==> src/nice_vec_params.svh <==
`ifndef NICE_VEC_PARAMS_SVH
`define NICE_VEC_PARAMS_SVH

// datapath and address width
`define NICE_XLEN          32

// buffer geometry
`define NICE_VEC_DEPTH     16
`define NICE_IDX_W         4
// holds counts up to and including the depth
`define NICE_CNT_W         5

// custom-3 R-type encoding
`define NICE_OPC_CUSTOM3   7'b1111011
`define NICE_F3_VEC        3'b111
`define NICE_F7_LVEC       7'd0
`define NICE_F7_LRES       7'd4
`define NICE_F7_SRES       7'd5
`define NICE_F7_MULACC     7'd6

// mulacc latency from accept to response and the byte step between words
`define NICE_MULACC_CYCLES 4
`define NICE_WORD_STEP     4

`endif

==> src/nice_vec_pkg.sv <==
`include "nice_vec_params.svh"

package nice_vec_pkg;

	// decoded operation
	typedef enum logic [2:0]
	{
		OP_NONE,
		OP_LVEC,
		OP_LRES,
		OP_SRES,
		OP_MULACC
	} vec_op_t;

	// request from the core
	// rs1 is the base address, rs2 the word count or the scale
	typedef struct packed
	{
		logic [`NICE_XLEN-1:0] inst;
		logic [`NICE_XLEN-1:0] rs1;
		logic [`NICE_XLEN-1:0] rs2;
	} nice_req_t;

	// bus command channel payload
	typedef struct packed
	{
		logic [`NICE_XLEN-1:0] addr;
		logic                  read;
		logic [`NICE_XLEN-1:0] wdata;
	} icb_cmd_t;

	// bus response channel payload
	typedef struct packed
	{
		logic [`NICE_XLEN-1:0] rdata;
		logic                  err;
	} icb_rsp_t;

endpackage

==> src/nice_vec_decode.sv <==
`include "nice_vec_params.svh"

module nice_vec_decode
	import nice_vec_pkg::*;
(
	input  nice_req_t req,
	output vec_op_t   op,
	output logic      illegal
);

	logic [6:0] opcode;
	logic [2:0] funct3;
	logic [6:0] funct7;
	logic       is_vec;

	// R-type fields
	assign opcode = req.inst[6:0];
	assign funct3 = req.inst[14:12];
	assign funct7 = req.inst[31:25];

	// only custom-3 with the vector funct3 is ours
	assign is_vec = (opcode == `NICE_OPC_CUSTOM3) && (funct3 == `NICE_F3_VEC);

	always_comb
	begin
		op = OP_NONE;
		if (is_vec)
		begin
			case (funct7)
				`NICE_F7_LVEC:   op = OP_LVEC;
				`NICE_F7_LRES:   op = OP_LRES;
				`NICE_F7_SRES:   op = OP_SRES;
				`NICE_F7_MULACC: op = OP_MULACC;
				// vector 2 codes and anything else
				default:         op = OP_NONE;
			endcase
		end
	end

	// anything that did not map to an operation
	assign illegal = (op == OP_NONE);

endmodule

==> config.mk <==
export PLATFORM = sky130hd
export DESIGN_NAME = nice_vec_decode
export DESIGN_NICKNAME = d
export VERILOG_FILES = /design/src/nice_vec_pkg.sv /design/src/nice_vec_decode.sv
export VERILOG_INCLUDE_DIRS = /design/src
export SDC_FILE = /design/constraint.sdc
export NUM_CORES = 1
export LEC_CHECK = 0
export ABC_AREA = 1
export BUFFER_PORTS_ARGS = -buffer_cell sky130_fd_sc_hd__buf_2
export CELL_PAD_IN_SITES_DETAIL_PLACEMENT = 0
export CELL_PAD_IN_SITES_GLOBAL_PLACEMENT = 1
export CORE_MARGIN = 4
export CORE_UTILIZATION = 10
export DETAILED_ROUTE_END_ITERATION = 10
export PLACE_DENSITY_LB_ADDON = 0.08
export SYNTH_ARGS = -nofsm -noshare
export SYNTH_HDL_FRONTEND = slang
export SYNTH_SLANG_ARGS = --single-unit
==> constraint.sdc <==
create_clock -name vclk -period 1.05
set_input_delay 0.1575 -clock vclk [all_inputs]
set_output_delay 0.1575 -clock vclk [all_outputs]
set_load 0.05 [all_outputs]
==> flow_metrics.py <==
metrics = {
    "drt": {
        "antenna_left": 0,
        "post_drt_wl_per_cell_um": 7.45,
        "drc": 0,
        "num_vias": 273,
        "drtIter0Drc": 1,
        "drtPass1Iterations": 2,
        "avgViaCountPerCell": 3.69,
        "wl_um": 551,
    },
    "floorplanning": {
        "die_w_um": 49.3,
        "die_area_um2": 2430,
        "initial_utilization_pct": 10.9,
        "io_pins": 100,
        "die_y_um": 49.3,
        "row_count": 14,
        "core-area_um2": 1560,
    },
    "sta": {
        "setup_violations": 2,
        "worstMarginPinSlew_ns": 0.123,
        "rsz0062_at_grt": "true",
        "layout_min_cycle_time_ns": 1.10,
        "timing_hold_violations_final": 0,
        "tns_ns": -0.0808,
        "period_share_pct": 105,
        "clock.fmax_ghz": 0.908,
        "finalWorstSetupSlack_ns": -0.0508,
        "max-slew-margin-rel_pct": 91.7,
        "drv_slew": 0,
    },
    "worst_hold_path": {
        "min_to": "op[0]",
        "hp-start": "req[93]",
        "min_path_cells": 7,
        "hp-class": "primary input to output pin",
    },
    "setup_path": {
        "path_class": "primary input to output pin",
        "crit_path_start_kind": "primary input",
        "cp_data_arrival_time_ns": 0.94,
        "endpoint_kind": "output pin",
        "path_max_fanout": 3,
        "cp_data_required_time_ns": 0.89,
    },
    "clocking": {
        "cts_setup_buffers": 0,
        "hold_buffers": 0,
    },
    "power_and_ir_drop": {
        "finalPower_uw": 89.7,
        "power_leakage_uw": 0.000228,
        "powerDensity_nw_per_um2": 213,
        "max-vdd-ir-drop_mv": 0.0828,
    },
    "global_route": {
        "first_global_vias": 248,
        "grtUsageMet3_pct": 0,
        "gr-max-usage-layer": "met2",
        "overflow": 0,
        "grt.total_usage_pct": 3.67,
        "grt_util_met1_pct": 3.99,
        "grt_antenna_before_repair": 0,
        "grt_use_met2_pct": 8.04,
        "grt_pass1_wl_um": 779,
        "grt_max_degree": 4,
    },
    "yosys": {
        "synth.mux.area_fraction_pct": 0,
        "synth_top_family_by_area": "simple AND/OR/NAND/NOR gates",
        "synth_cell_types": 10,
        "yosysSeqAreaShare_pct": 0,
        "synth_top_area_cell": "inv_1",
        "synth_cells": 37,
        "synth-simple-area-share_pct": 73.5,
        "post_synth.cell_area_avg_um2": 4.60,
        "mappedNetlistNets": 133,
        "synthAdderAreaFrac_pct": 0,
        "syn_area_um2": 170,
        "synthXorXnorAreaFrac_pct": 0,
        "synth_top_area_share_pct": 24.3,
        "synth_compound_area_share_pct": 0,
        "synthTopCellsByArea": "inv_1, nand2_1, nor2_1, nor2_4, nand3_2",
        "yosys_warnings": 0,
    },
    "placed_design": {
        "place_congestion": 0.658,
        "place_ws_ns": -0.189,
        "placement.cell_area_um2": 315,
        "hpwlAfterDp_um": 472,
        "io_buffers": 21,
    },
    "finish": {
        "drive_gt1_share_pct": 65.5,
        "num-clock-buffers": 0,
        "insertedDiodeCount": 0,
        "nets": 156,
        "design_area_um2": 422,
        "syn2layout_area_growth_pct": 148,
        "regArea_um2": 0,
        "seq_cells": 0,
    },
    "flow_run": {
        "maxCapViolCount": 0,
    },
    "outcome": {
        "violations": "setup timing",
        "outcome": "finished with violations",
    },
}
[worst max path at each step]
stage / end / startpoint / slack (ns)
finish: illegal / req[67] / -0.05
floorplan: illegal / req[69] / -0.07
CTS: illegal / req[93] / -0.06
detailed placement: op[2] / req[67] / -0.19
global placement: op[2] / req[67] / -0.18
global route: illegal / req[65] / -0.12
[report_power, final]
part,switching [uW],internal (uW)
clock network,0,0
logic,33.9,55.8
registers,0,0
total,33.9,55.8
[critical path, stage by stage]
cell and delay, ns:
buf_8 0.08, inv_8 0.03, nor2_4 0.08, nand3_2 0.08
nor2_4 0.15, inv_2 0.06, nor2_4 0.11, nor2_4 0.05
buf_6 0.14
[per-layer routing]
| layer | up-vias | routed length, um |
|---|---|---|
| met5 | - | 0 |
| met4 | 0 | 0 |
| met3 | 0 | 55 |
| met2 | 12 | 316 |
| met1 | 117 | 178 |
| li1 | 144 | - |
[synth_stat cells]
cell type and count:
inv_1 11, nand2_1 11, nor2_1 7, nor2_4 2, inv_2 1, nand2_2 1, nand3_1 1, nand3_2 1
nand3b_1 1, nor2_2 1
[stage by stage]
step,util [%],std cells,hold WS [ns]
after floorplan,-,37,0.559
after global placement,20.2,74,0.848
after detailed placement,20.2,74,0.843
after CTS,25.0,74,0.786
after global routing,27.0,74,0.807
final,27.0,74,0.771
[layout by cell type (no fill, tap or decap), drive strengths merged]
master	netlist	routed
nand2	12	12
nand3	2	2
inv	12	12
buf	0	21
nor2	10	10
nand3b	1	1
[cell families (layout without fill, tap and decap cells)]
kind of cell	Yosys count	in the layout
AND/OR/NAND/NOR	25	25
buffers and inverters	12	33
[area by class of cell]
type | instances | area, um2
repair buffers | 21 | 191
inverters | 12 | 52.6
well taps | 16 | 20.0
fillers | 173 | 1140
multi-input cells | 25 | 158
[what timing repair did]
action / CTS / global route
pin swaps: 11 / 5
endpoints found under the setup margin: 4 / 4
gates resized for setup: 20 / 10
endpoints found under the hold margin: 0 / 0
(Power assumes the default switching activity.)
