===== config.mk =====
export PLATFORM = sky130hd
export DESIGN_NAME = nice_vec_ctrl
export DESIGN_NICKNAME = d
export VERILOG_FILES = /design/src/nice_vec_pkg.sv /design/src/nice_vec_ctrl.sv
export VERILOG_INCLUDE_DIRS = /design/src
export SDC_FILE = /design/constraint.sdc
export NUM_CORES = 1
export LEC_CHECK = 0
export ABC_AREA = 0
export BUFFER_PORTS_ARGS = -buffer_cell sky130_fd_sc_hd__clkbuf_2
export CAP_MARGIN = 20
export CORE_AREA = 5 5 120 122
export CTS_BUF_LIST = sky130_fd_sc_hd__clkbuf_8
export CTS_CLUSTER_SIZE = 40
export DETAILED_ROUTE_END_ITERATION = 16
export DIE_AREA = 0 0 125 127
export PLACE_DENSITY = 0.76
export SLEW_MARGIN = 20
export SYNTH_ARGS = -nofsm -noshare
export SYNTH_HDL_FRONTEND = slang
export SYNTH_SLANG_ARGS = --single-unit

===== constraint.sdc =====
create_clock -name nice_clk -period 2.8 [get_ports nice_clk]
set_clock_uncertainty 0.15 [all_clocks]
set_input_delay 0.56 -clock nice_clk [delete_from_list [all_inputs] [get_ports nice_clk]]
set_output_delay 0.56 -clock nice_clk [all_outputs]
set_load 0.02 [all_outputs]

===== src/nice_vec_params.svh =====
`ifndef NICE_VEC_PARAMS_SVH
`define NICE_VEC_PARAMS_SVH

// datapath and address width
`define NICE_XLEN          32

// buffer geometry
`define NICE_VEC_DEPTH     16
`define NICE_IDX_W         4
// holds counts up to and including the depth
`define NICE_CNT_W         5

// custom-3 R-type encoding
`define NICE_OPC_CUSTOM3   7'b1111011
`define NICE_F3_VEC        3'b111
`define NICE_F7_LVEC       7'd0
`define NICE_F7_LRES       7'd4
`define NICE_F7_SRES       7'd5
`define NICE_F7_MULACC     7'd6

// mulacc latency from accept to response and the byte step between words
`define NICE_MULACC_CYCLES 4
`define NICE_WORD_STEP     4

`endif


===== src/nice_vec_pkg.sv =====
`include "nice_vec_params.svh"

package nice_vec_pkg;

	// decoded operation
	typedef enum logic [2:0]
	{
		OP_NONE,
		OP_LVEC,
		OP_LRES,
		OP_SRES,
		OP_MULACC
	} vec_op_t;

	// request from the core
	// rs1 is the base address, rs2 the word count or the scale
	typedef struct packed
	{
		logic [`NICE_XLEN-1:0] inst;
		logic [`NICE_XLEN-1:0] rs1;
		logic [`NICE_XLEN-1:0] rs2;
	} nice_req_t;

	// bus command channel payload
	typedef struct packed
	{
		logic [`NICE_XLEN-1:0] addr;
		logic                  read;
		logic [`NICE_XLEN-1:0] wdata;
	} icb_cmd_t;

	// bus response channel payload
	typedef struct packed
	{
		logic [`NICE_XLEN-1:0] rdata;
		logic                  err;
	} icb_rsp_t;

endpackage


===== src/nice_vec_ctrl.sv =====
`include "nice_vec_params.svh"

module nice_vec_ctrl
	import nice_vec_pkg::*;
(
	input  logic                   nice_clk,
	input  logic                   nice_rst_n,
	input  logic                   req_valid,
	input  nice_req_t              req,
	input  vec_op_t                op,
	input  logic                   illegal,
	input  logic                   rsp_ready,
	input  logic                   icb_cmd_ready,
	input  logic                   icb_rsp_valid,
	input  icb_rsp_t               icb_rsp,
	input  logic [`NICE_XLEN-1:0]  sres_wdata,
	output logic                   req_ready,
	output logic                   rsp_valid,
	output logic                   rsp_err,
	output logic                   icb_cmd_valid,
	output icb_cmd_t               icb_cmd,
	output logic                   ld_wr,
	output logic                   ld_sel_res,
	output logic [`NICE_IDX_W-1:0] ld_idx,
	output logic [`NICE_XLEN-1:0]  ld_data,
	output logic [`NICE_IDX_W-1:0] st_idx,
	output logic                   mac_fire,
	output logic [`NICE_XLEN-1:0]  mac_scale,
	output logic                   active,
	output logic                   mem_holdup
);

	typedef enum logic [2:0] {S_IDLE, S_LOAD, S_STORE, S_MAC, S_RESP} state_t;

	localparam int LAT_W = $clog2(`NICE_MULACC_CYCLES) + 1;

	state_t                 state_q;
	state_t                 state_d;
	logic [`NICE_XLEN-1:0]  base_q;
	logic [`NICE_XLEN-1:0]  arg_q;
	logic                   sel_res_q;
	logic [`NICE_CNT_W-1:0] issue_cnt_q;
	logic [`NICE_CNT_W-1:0] rsp_cnt_q;
	logic [LAT_W-1:0]       lat_cnt_q;
	logic                   err_q;
	logic [`NICE_CNT_W-1:0] count;
	logic                   req_hsk, rsp_hsk, cmd_hsk, bus_rsp_hsk;
	logic                   xfer, is_mem_op, bad_cnt, reject, last_rsp;

	////////////////////////////////////////
	// handshakes and qualifiers
	////////////////////////////////////////
	assign req_ready     = (state_q == S_IDLE);
	assign req_hsk       = req_valid & req_ready;
	assign rsp_hsk       = rsp_valid & rsp_ready;
	assign cmd_hsk       = icb_cmd_valid & icb_cmd_ready;
	assign xfer          = (state_q == S_LOAD) || (state_q == S_STORE);
	// bus responses are never stalled
	assign bus_rsp_hsk   = icb_rsp_valid & xfer;

	// count must be 1..depth for memory ops
	assign is_mem_op = (op == OP_LVEC) || (op == OP_LRES) || (op == OP_SRES);
	assign bad_cnt   = (req.rs2 == '0) || (req.rs2 > `NICE_VEC_DEPTH);
	assign reject    = illegal | (is_mem_op & bad_cnt);

	// validated count fits the narrow counter
	assign count    = arg_q[`NICE_CNT_W-1:0];
	assign last_rsp = bus_rsp_hsk && (rsp_cnt_q == count - 1'b1);

	////////////////////////////////////////
	// sequencer
	////////////////////////////////////////
	always_comb
	begin
		state_d = state_q;
		case (state_q)
			S_IDLE:
			begin
				if (req_hsk)
				begin
					if (reject)
						state_d = S_RESP;
					else if (op == OP_SRES)
						state_d = S_STORE;
					else if (op == OP_MULACC)
						state_d = S_MAC;
					else
						state_d = S_LOAD;
				end
			end
			S_LOAD, S_STORE:
			begin
				if (last_rsp)
					state_d = S_RESP;
			end
			// leave so that valid shows up the programmed cycles after accept
			S_MAC:
			begin
				if (lat_cnt_q == LAT_W'(`NICE_MULACC_CYCLES - 2))
					state_d = S_RESP;
			end
			S_RESP:
			begin
				if (rsp_ready)
					state_d = S_IDLE;
			end
			default: state_d = S_IDLE;
		endcase
	end

	always_ff @(posedge nice_clk or negedge nice_rst_n)
	begin
		if (!nice_rst_n)
		begin
			state_q     <= S_IDLE;
			base_q      <= '0;
			arg_q       <= '0;
			sel_res_q   <= 1'b0;
			issue_cnt_q <= '0;
			rsp_cnt_q   <= '0;
			lat_cnt_q   <= '0;
			err_q       <= 1'b0;
		end
		else
		begin
			state_q <= state_d;
			if (req_hsk)
			begin
				// capture operands and restart all counters
				base_q      <= req.rs1;
				arg_q       <= req.rs2;
				sel_res_q   <= (op == OP_LRES);
				issue_cnt_q <= '0;
				rsp_cnt_q   <= '0;
				lat_cnt_q   <= '0;
				err_q       <= reject;
			end
			else
			begin
				if (cmd_hsk)
					issue_cnt_q <= issue_cnt_q + 1'b1;
				if (bus_rsp_hsk)
				begin
					rsp_cnt_q <= rsp_cnt_q + 1'b1;
					err_q     <= err_q | icb_rsp.err;
				end
				if (state_q == S_MAC)
					lat_cnt_q <= lat_cnt_q + 1'b1;
				if (rsp_hsk)
					err_q <= 1'b0;
			end
		end
	end

	////////////////////////////////////////
	// bus side and buffer strobes
	////////////////////////////////////////
	// stop issuing once count commands went out
	assign icb_cmd_valid = xfer && (issue_cnt_q < count);
	assign icb_cmd.addr  = base_q + `NICE_XLEN'(issue_cnt_q) * `NICE_WORD_STEP;
	assign icb_cmd.read  = (state_q == S_LOAD);
	assign icb_cmd.wdata = sres_wdata;
	assign st_idx        = issue_cnt_q[`NICE_IDX_W-1:0];

	// read data lands in buffer slot of the response counter
	assign ld_wr      = bus_rsp_hsk & (state_q == S_LOAD);
	assign ld_sel_res = sel_res_q;
	assign ld_idx     = rsp_cnt_q[`NICE_IDX_W-1:0];
	assign ld_data    = icb_rsp.rdata;

	// update one edge ahead of the response
	assign mac_fire  = (state_q == S_MAC) && (lat_cnt_q == LAT_W'(`NICE_MULACC_CYCLES - 3));
	assign mac_scale = arg_q;

	// response and status
	assign rsp_valid  = (state_q == S_RESP);
	assign rsp_err    = err_q;
	assign active     = (state_q != S_IDLE) || req_valid;
	assign mem_holdup = xfer;

endmodule


==> flow_summary.json, run 1 <==
{
  "status": "complete, but fails checks",
  "violations": "setup timing",
  "seq_area_sq_um": 2050,
  "max_slew_margin_pct": 66.5,
  "io_buffer_count": 156,
  "cts_root_buf": "clkbuf_8",
  "synth_simple_gate_area_share_pct": 24.2,
  "avgRoutedWirePerCell_um": 15.3,
  "placed_cells": 836,
  "synthCells": 575,
  "ant_nets": 0,
  "cpMaxStageDelayCell": "dfrtp_1",
  "synth_top_area_share_pct": 42.3,
  "core_area_sq_um": 13100,
  "grt_pass1_wl_um": 20400,
  "drive_gt1_share_pct": 37.6,
  "antenna_found_initial": 0,
  "final_common_cell": "nand2_1",
  "grt_pass1_vias": 4032,
  "required_ns": 2.09,
  "syn_area_sq_um": 4850,
  "yosysSeqAreaShare_pct": 42.3,
  "synth_nets": 762,
  "place_area_sq_um": 5510,
  "h-tree-depth": 3,
  "die-area_sq_um": 15900,
  "post-route-drc-count": 0,
  "ir_drop_uv": 416,
  "cts_sinks": 82,
  "maxCapViolCount": 0,
  "die_h_um": 127,
  "finalSetupViolCount": 25,
  "post-route-period-util_pct": 116,
  "holdCritPathClass": "input port to async pin",
  "multi_input_area_sq_um": 2370,
  "dpl.hpwl_um": 9720,
  "rsz0062_at_grt": "yes",
  "critPathKind": "flop to output port",
  "synth_edf_count": 0,
  "start_util_pct": 37.1,
  "yosys_warnings": 0,
  "cp.arrival_ns": 2.53,
  "clk_path_buf_depth": 2,
  "ys_ff_latch": 82,
  "grt_start_max_net_pins": 59,
  "synth_top_family_by_area": "simple AND/OR/NAND/NOR gates",
  "holdWs_ns": 0.00889,
  "synthArstFlopShare_pct": 100,
  "synth_xor_area_share_pct": 7.41,
  "wirelength_um": 13200,
  "fin_area_sq_um": 6200,
  "maxSlewViolCount": 0,
  "syn_area_per_cell_sq_um": 8.43,
  "yosysUniqueCellTypes": 43,
  "areaGrowthSynthToFinish_pct": 27.8,
  "ys.flop_type": "dfrtp_1",
  "via_per_inst": 4.77,
  "cts_tree": "yes",
  "globalRoute.totalOverflow": 0,
  "clk_latency_ns": 0.36,
  "preCtsSetupSlack_ns": -0.0543,
  "drtIter0Drc": 279,
  "yosys.area.top_type": "dfrtp_1",
  "min_period_ns": 3.24,
  "synth.area.top_cells": "dfrtp_1 42%, nand2_1 15%, buf_4 11%",
  "p_leak_nw": 3.34,
  "vias": 4125,
  "gp_congestion": 0.826,
  "synthAdderAreaFrac_pct": 4.28,
  "cts_made_buffers": 9,
  "path_max_fanout": 3,
  "synth_mux_area_share_pct": 0.645,
  "crit_path_end_kind": "output port",
  "cpPeakStageDelay_ns": 0.36,
  "io_pins": 317,
  "timing.fmax_ghz": 0.308,
  "synth_compound_area_share_pct": 6.04,
  "n_fill_cell": 1204,
  "fin_cells": 865,
  "grt_usage_pct": 16.1,
  "power_density_nw_per_um2": 1020,
  "die_x_um": 125,
  "drtPass1Iterations": 4,
  "clk_pin_slew_ns": 0.08,
  "layout_setup_ws_ns": -0.442,
  "n_antenna_cell": 0,
  "start_kind": "flop",
  "nets": 872,
  "tightest_slew_ns": 0.499,
  "worstPathCellList": "ha_2 > inv_2 > fa_2 > nor2b_1 > o21a_1 > o21ai_2 > a211oi_2 > buf_4 > nand3_2 > xnor2_2 > clkbuf_8",
  "final_cell_mix": "187 x nand2_1, 129 x clkbuf_2, 80 x dfrtp_1",
  "row_count": 42,
  "hold_violations": 0
}
## report_power, final
part | internal [mW] | total, mW | switching (mW) | leakage (nW)
Clock | 0.476 | 0.906 | 0.430 | 0.110
Combinational | 1.39 | 3.27 | 1.88 | 2.20
Sequential | 1.67 | 2.12 | 0.451 | 1.03
Total | 3.54 | 6.30 | 2.76 | 3.34
## cell families (layout without fill, tap and decap cells)
kind of cell             count (synthesis)  count (layout)
adder cells (fa/ha/maj)                 16              16
XOR/XNOR                                41              41
buffers and inverters                  115             229
AND/OR/NAND/NOR                        274             274
flip-flops                              82              82
AO/OA/AOI/OAI                           44              44
multiplexers                             3               3
## path summary, 6_finish.rpt
path                                 from              to  slack [ns]  cells past startpoint
setup / recovery           issue_cnt_q[0]     icb_cmd[53]       -0.44                     11
hold / removal                 nice_rst_n    lat_cnt_q[2]       0.009                      1
setup reg to reg           issue_cnt_q[1]  issue_cnt_q[3]        0.39                      7
hold reg to reg             mac_scale[13]   mac_scale[13]        0.33                      2
max in group asynchronous      nice_rst_n      base_q[18]        1.83                      2
min in group nice_clk             req[33]       base_q[1]        0.23                      3
## state kept, by name, indices dropped and copies added, names as in the netlist
signal       flops
mac_scale       32
ld_sel_res       1
issue_cnt_q      5
base_q          32
rsp_cnt_q        5
rsp_err          1
lat_cnt_q        3
state_q          3
## repair_timing
item,CTS,global route
pin swaps,21,21
gates resized for setup,68,34
hold endpoints to repair,0,0
hold buffers,0,0
setup buffers,4,11
endpoints found under the setup margin,26,27
## routing by layer
metal | up-vias | global-route usage [%] | share of wire, %
li1 | 2009 | - | -
met1 | 1956 | 19.1 | 41
met2 | 132 | 26.6 | 50
met3 | 28 | 4.84 | 6.6
met4 | 0 | 8.23 | 2.7
met5 | - | 0 | 0
## cells in the mapped netlist (5+ instances only)
library cell and count:
nand2_1 193, nand4_1 10, o21ai_0 15, and2_1 6, ha_1 15, dfrtp_1 82
buf_4 74, clkbuf_1 15, nor3_1 5, nand3_1 17, xor2_1 9, and3_1 7
nor4_1 7, nor2_1 17, a21oi_1 5, inv_1 19, xnor2_1 32
## through the flow
stage | total power, mW | setup TNS (ns) | util (%)
5_1_grt | 6.74 | -9.78 | 47.4
3_5_place_dp | 5.03 | -0.0750 | 42.1
2_1_floorplan | 4.14 | 0 | -
4_1_cts | 6.19 | -7.15 | 45.9
3_3_place_gp | 4.96 | -0.0510 | 42.1
6_report | 6.30 | -6.41 | 47.4
## layout make-up
cell class,instances,share of cell area [%]
Clock inverter,3,0.626
Inverter,19,1.15
Tap cell,176,3.55
Sequential cell,82,33.2
Timing Repair Buffer,195,20.6
Clock buffer,12,2.67
Multi-Input combinational cell,378,38.2
## worst max-delay path: cells and delay by family, from the launching register on
kind | cells | cell delay (ns)
fa+ha+maj | 2 | 0.52
flops | 1 | 0.36
compound gates | 3 | 0.54
buf+inv | 3 | 0.38
simple gates | 2 | 0.21
xor+xnor | 1 | 0.14
(Power assumes the default switching activity.)
==> inputs of run 2 (changes only) <==
Settings changed: RECOVER_POWER set to 50.
==> flow_summary.json, run 2 (synthesis gave the netlist of run 1 again) <==
{
  "via_per_inst": 4.75,
  "n_antenna_cell": 0,
  "critPathKind": "flop to output port",
  "ir_drop_uv": 415,
  "drive_gt1_share_pct": 37.4,
  "min_path_cells": 3,
  "maxSlewViolCount": 36,
  "cts_made_buffers": 9,
  "die_h_um": 127,
  "die_x_um": 125,
  "p_seq_share_pct": 33.7,
  "grt_start_max_net_pins": 59,
  "clk_path_buf_depth": 2,
  "fin_cells": 865,
  "hp-start": "req[57]",
  "drtPass1Iterations": 4,
  "rsz0062_at_grt": "yes",
  "layout_setup_ws_ns": -0.443,
  "dpl.hpwl_um": 9720,
  "violations": "capacitance limit, slew limit, setup timing",
  "cp.arrival_ns": 2.53,
  "required_ns": 2.09,
  "globalRoute.totalOverflow": 0,
  "post-route-period-util_pct": 116,
  "gp_congestion": 0.826,
  "hold_violations": 0,
  "die-area_sq_um": 15900,
  "rrSetupSlack_ns": 0.39,
  "areaGrowthSynthToFinish_pct": 27.4,
  "io_pins": 317,
  "start_kind": "flop",
  "final_cell_mix": "187 x nand2_1, 130 x clkbuf_2, 80 x dfrtp_1",
  "vias": 4111,
  "timing.fmax_ghz": 0.308,
  "p_comb_share_pct": 51.9,
  "start_util_pct": 37.1,
  "cts_root_buf": "clkbuf_8",
  "maxCapViolCount": 1,
  "clk_pin_slew_ns": 0.08,
  "row_count": 42,
  "min_period_ns": 3.24,
  "grt_pass1_vias": 4032,
  "clk_latency_ns": 0.36,
  "core_area_sq_um": 13100,
  "drtIter0Drc": 277,
  "path_max_fanout": 3,
  "rr_endpoint": "issue_cnt_q[3]",
  "intPower_mw": 3.53,
  "h-tree-depth": 3,
  "max_slew_margin_pct": -33.4,
  "post-route-drc-count": 0,
  "ant_nets": 0,
  "grt_usage_pct": 16.1,
  "rr_worst_depth": 7,
  "status": "complete, but fails checks",
  "finalSetupViolCount": 25,
  "net-switching-power_mw": 2.76,
  "hold_end": "base_q[25]",
  "power_density_nw_per_um2": 1020,
  "avgRoutedWirePerCell_um": 15.3,
  "tightest_slew_ns": 2.00,
  "grt_pass1_wl_um": 20400,
  "p_leak_nw": 3.33,
  "antenna_found_initial": 0,
  "wirelength_um": 13200,
  "crit_path_end_kind": "output port",
  "placed_cells": 836,
  "holdCritPathClass": "input port to flop",
  "switching_share_pct": 43.8,
  "power.total_mw": 6.29,
  "cts_sinks": 82,
  "io_buffer_count": 156,
  "clkPwrFrac_pct": 14.4,
  "final_common_cell": "nand2_1",
  "cts_tree": "yes",
  "rr_startpoint": "issue_cnt_q[1]",
  "nets": 872
}
==> run 2: cell count changes in the layout (fill, tap and decap cells not counted), sizes merged <==
cell / delta
buf: -2
clkbuf: +2
==> run 2: layout make-up <==
class	instances	area [sq um]
fill	1208	6910
clock inverter	3	38.8
timing repair buffer	195	1260
inverter	19	71.3
sequential	82	2050
clock buffer	12	165
tap	176	220
multi-input combinational	378	2370
==> run 2: critical path: stages (launching register included) <==
cell and delay [ns]:
dfrtp_1 0.36, ha_2 0.19, inv_2 0.04, fa_2 0.33, nor2b_1 0.12, o21a_1 0.15, o21ai_2 0.09, a211oi_2 0.30
buf_4 0.18, nand3_2 0.09, xnor2_2 0.14, clkbuf_8 0.16
==> run 2: power groups by stage <==
stage               combinational (mW)  sequential [mW]  clock (mW)
floorplan                         1.81             2.32           0
global placement                  2.87             2.10           0
detailed placement                2.91             2.12           0
CTS                               3.13             2.11       0.941
global route                      3.56             2.20       0.987
finish                            3.26             2.12       0.908
==> run 2: stage by stage <==
stage	area, sq um	hold slack, ns	setup TNS (ns)	setup WS, ns	utilization, %
final	6170	0.232	-6.44	-0.443	47.2
after global routing	6170	0.212	-13.85	-0.617	47.2
after CTS	6010	0.00562	-7.15	-0.439	45.9
after detailed placement	5510	0.311	-0.0750	-0.0543	42.1
after global placement	5510	0.307	-0.0510	-0.0439	42.1
after floorplan	4940	0.114	0	0.000762	-
==> run 2: how the worst max path moves through the flow <==
stage                        endpoint  depth (start not counted)  slack (ns)           start
after detailed placement  icb_cmd[53]                         11       -0.05       base_q[2]
after floorplan           icb_cmd[57]                          9      0.0008  issue_cnt_q[0]
after CTS                 icb_cmd[53]                         11       -0.44       base_q[2]
after global placement    icb_cmd[53]                         11       -0.04       base_q[2]
final                     icb_cmd[53]                         11       -0.44  issue_cnt_q[0]
after global routing      icb_cmd[55]                         11       -0.62       base_q[2]
==> run 2: metal layers <==
layer | wire length [um] | track usage (%) | share of wire [%]
met5 | 0 | 0 | 0
met3 | 843 | 4.84 | 6.4
met1 | 5500 | 19.1 | 42
met2 | 6530 | 26.6 | 49
met4 | 370 | 8.23 | 2.8
==> run 2: what timing repair did <==
action / CTS / global route
hold endpoints to repair: 0 / 0
endpoints found under the setup margin: 26 / 27
pin swaps: 21 / 21
gates resized for setup: 68 / 34
buffers inserted: 4 / 11
hold buffers: 0 / 0
==> inputs of run 3 (changes only) <==
Settings changed: CORE_AREA 5 5 120 122 to unset, CORE_ASPECT_RATIO set to 0.5, CORE_MARGIN set to 5, CORE_UTILIZATION set to 40, DIE_AREA 0 0 125 127 to unset, PLACE_DENSITY 0.76 to 0.81.
==> flow_summary.json, run 3 (synthesis gave the netlist of run 1 again) <==
{
  "wl_met2_um": 6740,
  "finalSetupViolCount": 25,
  "row_count": 28,
  "drtIter0Drc": 289,
  "via_per_inst": 4.93,
  "fin_area_sq_um": 6110,
  "status": "complete, but fails checks",
  "wirelength_um": 13200,
  "critPathKind": "flop to output port",
  "cp.arrival_ns": 2.53,
  "maxSlewViolCount": 30,
  "wl_met3_um": 989,
  "grt_pass1_vias": 4170,
  "die_h_um": 87.9,
  "ant_nets": 0,
  "start_util_pct": 40.9,
  "holdCritPathClass": "input port to flop",
  "met1_length_um": 4890,
  "layout_setup_ws_ns": -0.439,
  "worstPathCellList": "ha_2 > inv_2 > fa_2 > nor2b_2 > o21a_1 > o21ai_2 > a211oi_2 > buf_4 > nand4_1 > xnor2_2 > clkbuf_8",
  "max_slew_margin_pct": -7.00,
  "topRoutingLayerUsed": "met4",
  "grt_pass1_wl_um": 20800,
  "p_leak_nw": 3.29,
  "rr_startpoint": "mac_scale[4]",
  "final_common_cell": "nand2_1",
  "core_area_sq_um": 11800,
  "crit_path_end_kind": "output port",
  "ir_drop_uv": 385,
  "drive_gt1_share_pct": 36.2,
  "tightest_slew_ns": 1.60,
  "cpPeakStageDelay_ns": 0.36,
  "timing.fmax_ghz": 0.309,
  "intPower_mw": 3.47,
  "post-route-period-util_pct": 116,
  "final_cell_mix": "186 x nand2_1, 127 x clkbuf_2, 80 x dfrtp_1",
  "required_ns": 2.09,
  "p_seq_share_pct": 34.6,
  "clk_path_buf_depth": 2,
  "rsz0062_at_grt": "yes",
  "cts_made_buffers": 9,
  "nets": 861,
  "critPathTopFamily": "adder cells",
  "post-route-drc-count": 0,
  "grt_usage_pct": 17.5,
  "clkPwrFrac_pct": 14.8,
  "cts_tree": "yes",
  "cpMaxStageDelayCell": "dfrtp_1",
  "cts_root_buf": "clkbuf_8",
  "areaGrowthSynthToFinish_pct": 26.0,
  "n_fill_cell": 1101,
  "die-area_sq_um": 14600,
  "vias": 4165,
  "fin_util_pct": 51.6,
  "violations": "capacitance limit, slew limit, setup timing",
  "io_pins": 317,
  "io_buffer_count": 156,
  "clk_latency_ns": 0.34,
  "n_antenna_cell": 0,
  "die_x_um": 166,
  "dpl.hpwl_um": 10100,
  "switching_share_pct": 43.9,
  "net-switching-power_mw": 2.72,
  "worst-path-buf-inv": 3,
  "antenna_found_initial": 0,
  "clk_pin_slew_ns": 0.08,
  "min_period_ns": 3.24,
  "maxCapViolCount": 1,
  "grt_start_max_net_pins": 55,
  "drtPass1Iterations": 4,
  "power_density_nw_per_um2": 1010,
  "power.total_mw": 6.19,
  "p_comb_share_pct": 50.6,
  "place_area_sq_um": 5430,
  "start_kind": "flop",
  "path_max_fanout": 4,
  "h-tree-depth": 3,
  "globalRoute.totalOverflow": 0,
  "hold_violations": 0,
  "cts_sinks": 82,
  "avgRoutedWirePerCell_um": 15.7,
  "hp-start": "req[61]",
  "startpoint": "base_q[2]",
  "gp_congestion": 0.834
}
-- run 3: cell count changes in the layout (fill, tap and decap cells not counted), moves of 2 or more --
cell,delta
inv_1,+2
buf_4,-9
clkbuf_2,-3
xnor2_2,+2
nand3_4,+3
nand3_2,-4
-- run 3: cell type report --
cell class	instances	area, sq um	share of cell area, %
flip-flops and latches	82	2050	33.6
clock buffers	10	138	2.25
inverters	19	71.3	1.17
clock inverters	6	75.1	1.23
repair buffers	184	1180	19.2
multi-input cells	378	2390	39.1
well taps	165	206	3.38
-- run 3: worst min-delay path, stage by stage --
cell	delay [ns]
clkbuf_2	0.08
nand2_1	0.04
nand2_1	0.04
-- run 3: metal layers --
layer | vias up | GRT usage [%]
li1 | 1987 | -
met4 | 0 | 9.81
met5 | - | 0
met3 | 63 | 5.77
met1 | 1983 | 19.0
met2 | 132 | 31.1
-- run 3: repair_timing --
action,in CTS,in global routing
hold endpoints to repair,28,0
gates cloned,0,0
pin swaps,21,27
endpoints found under the setup margin,25,28
resized for setup,66,42
hold buffers,1,0
buffers inserted,6,6
-- run 3: metrics by stage --
stage,std cells,hold WS [ns],setup slack (ns),TNS (ns)
after floorplan,575,0.114,0.000762,0
after global placement,819,0.308,-0.0347,-0.0347
after detailed placement,819,0.311,-0.0627,-0.102
after CTS,842,0.236,-0.390,-6.50
after global routing,844,0.243,-0.563,-19.76
final,844,0.251,-0.439,-6.98
-- run 3: power groups by stage --
stage	clock, mW	combinational (mW)	sequential, mW
after floorplan	0	1.81	2.32
after detailed placement	0	2.87	2.12
after global placement	0	2.79	2.08
after CTS	0.936	3.10	2.10
after global routing	0.980	3.42	2.23
final	0.916	3.13	2.14
-- run 3: worst paths after layout --
| path | slack, ns | end | cells past startpoint |
|---|---|---|---|
| worst max-delay path | -0.44 | icb_cmd[57] | 11 |
| worst min-delay path | 0.25 | base_q[29] | 3 |
| worst max register to register | 0.34 | issue_cnt_q[4] | 6 |
| worst min register to register | 0.33 | mac_scale[25] | 2 |
| max in group asynchronous | 0.21 | base_q[18] | 3 |
| min in group asynchronous | 1.00 | rsp_cnt_q[3] | 2 |
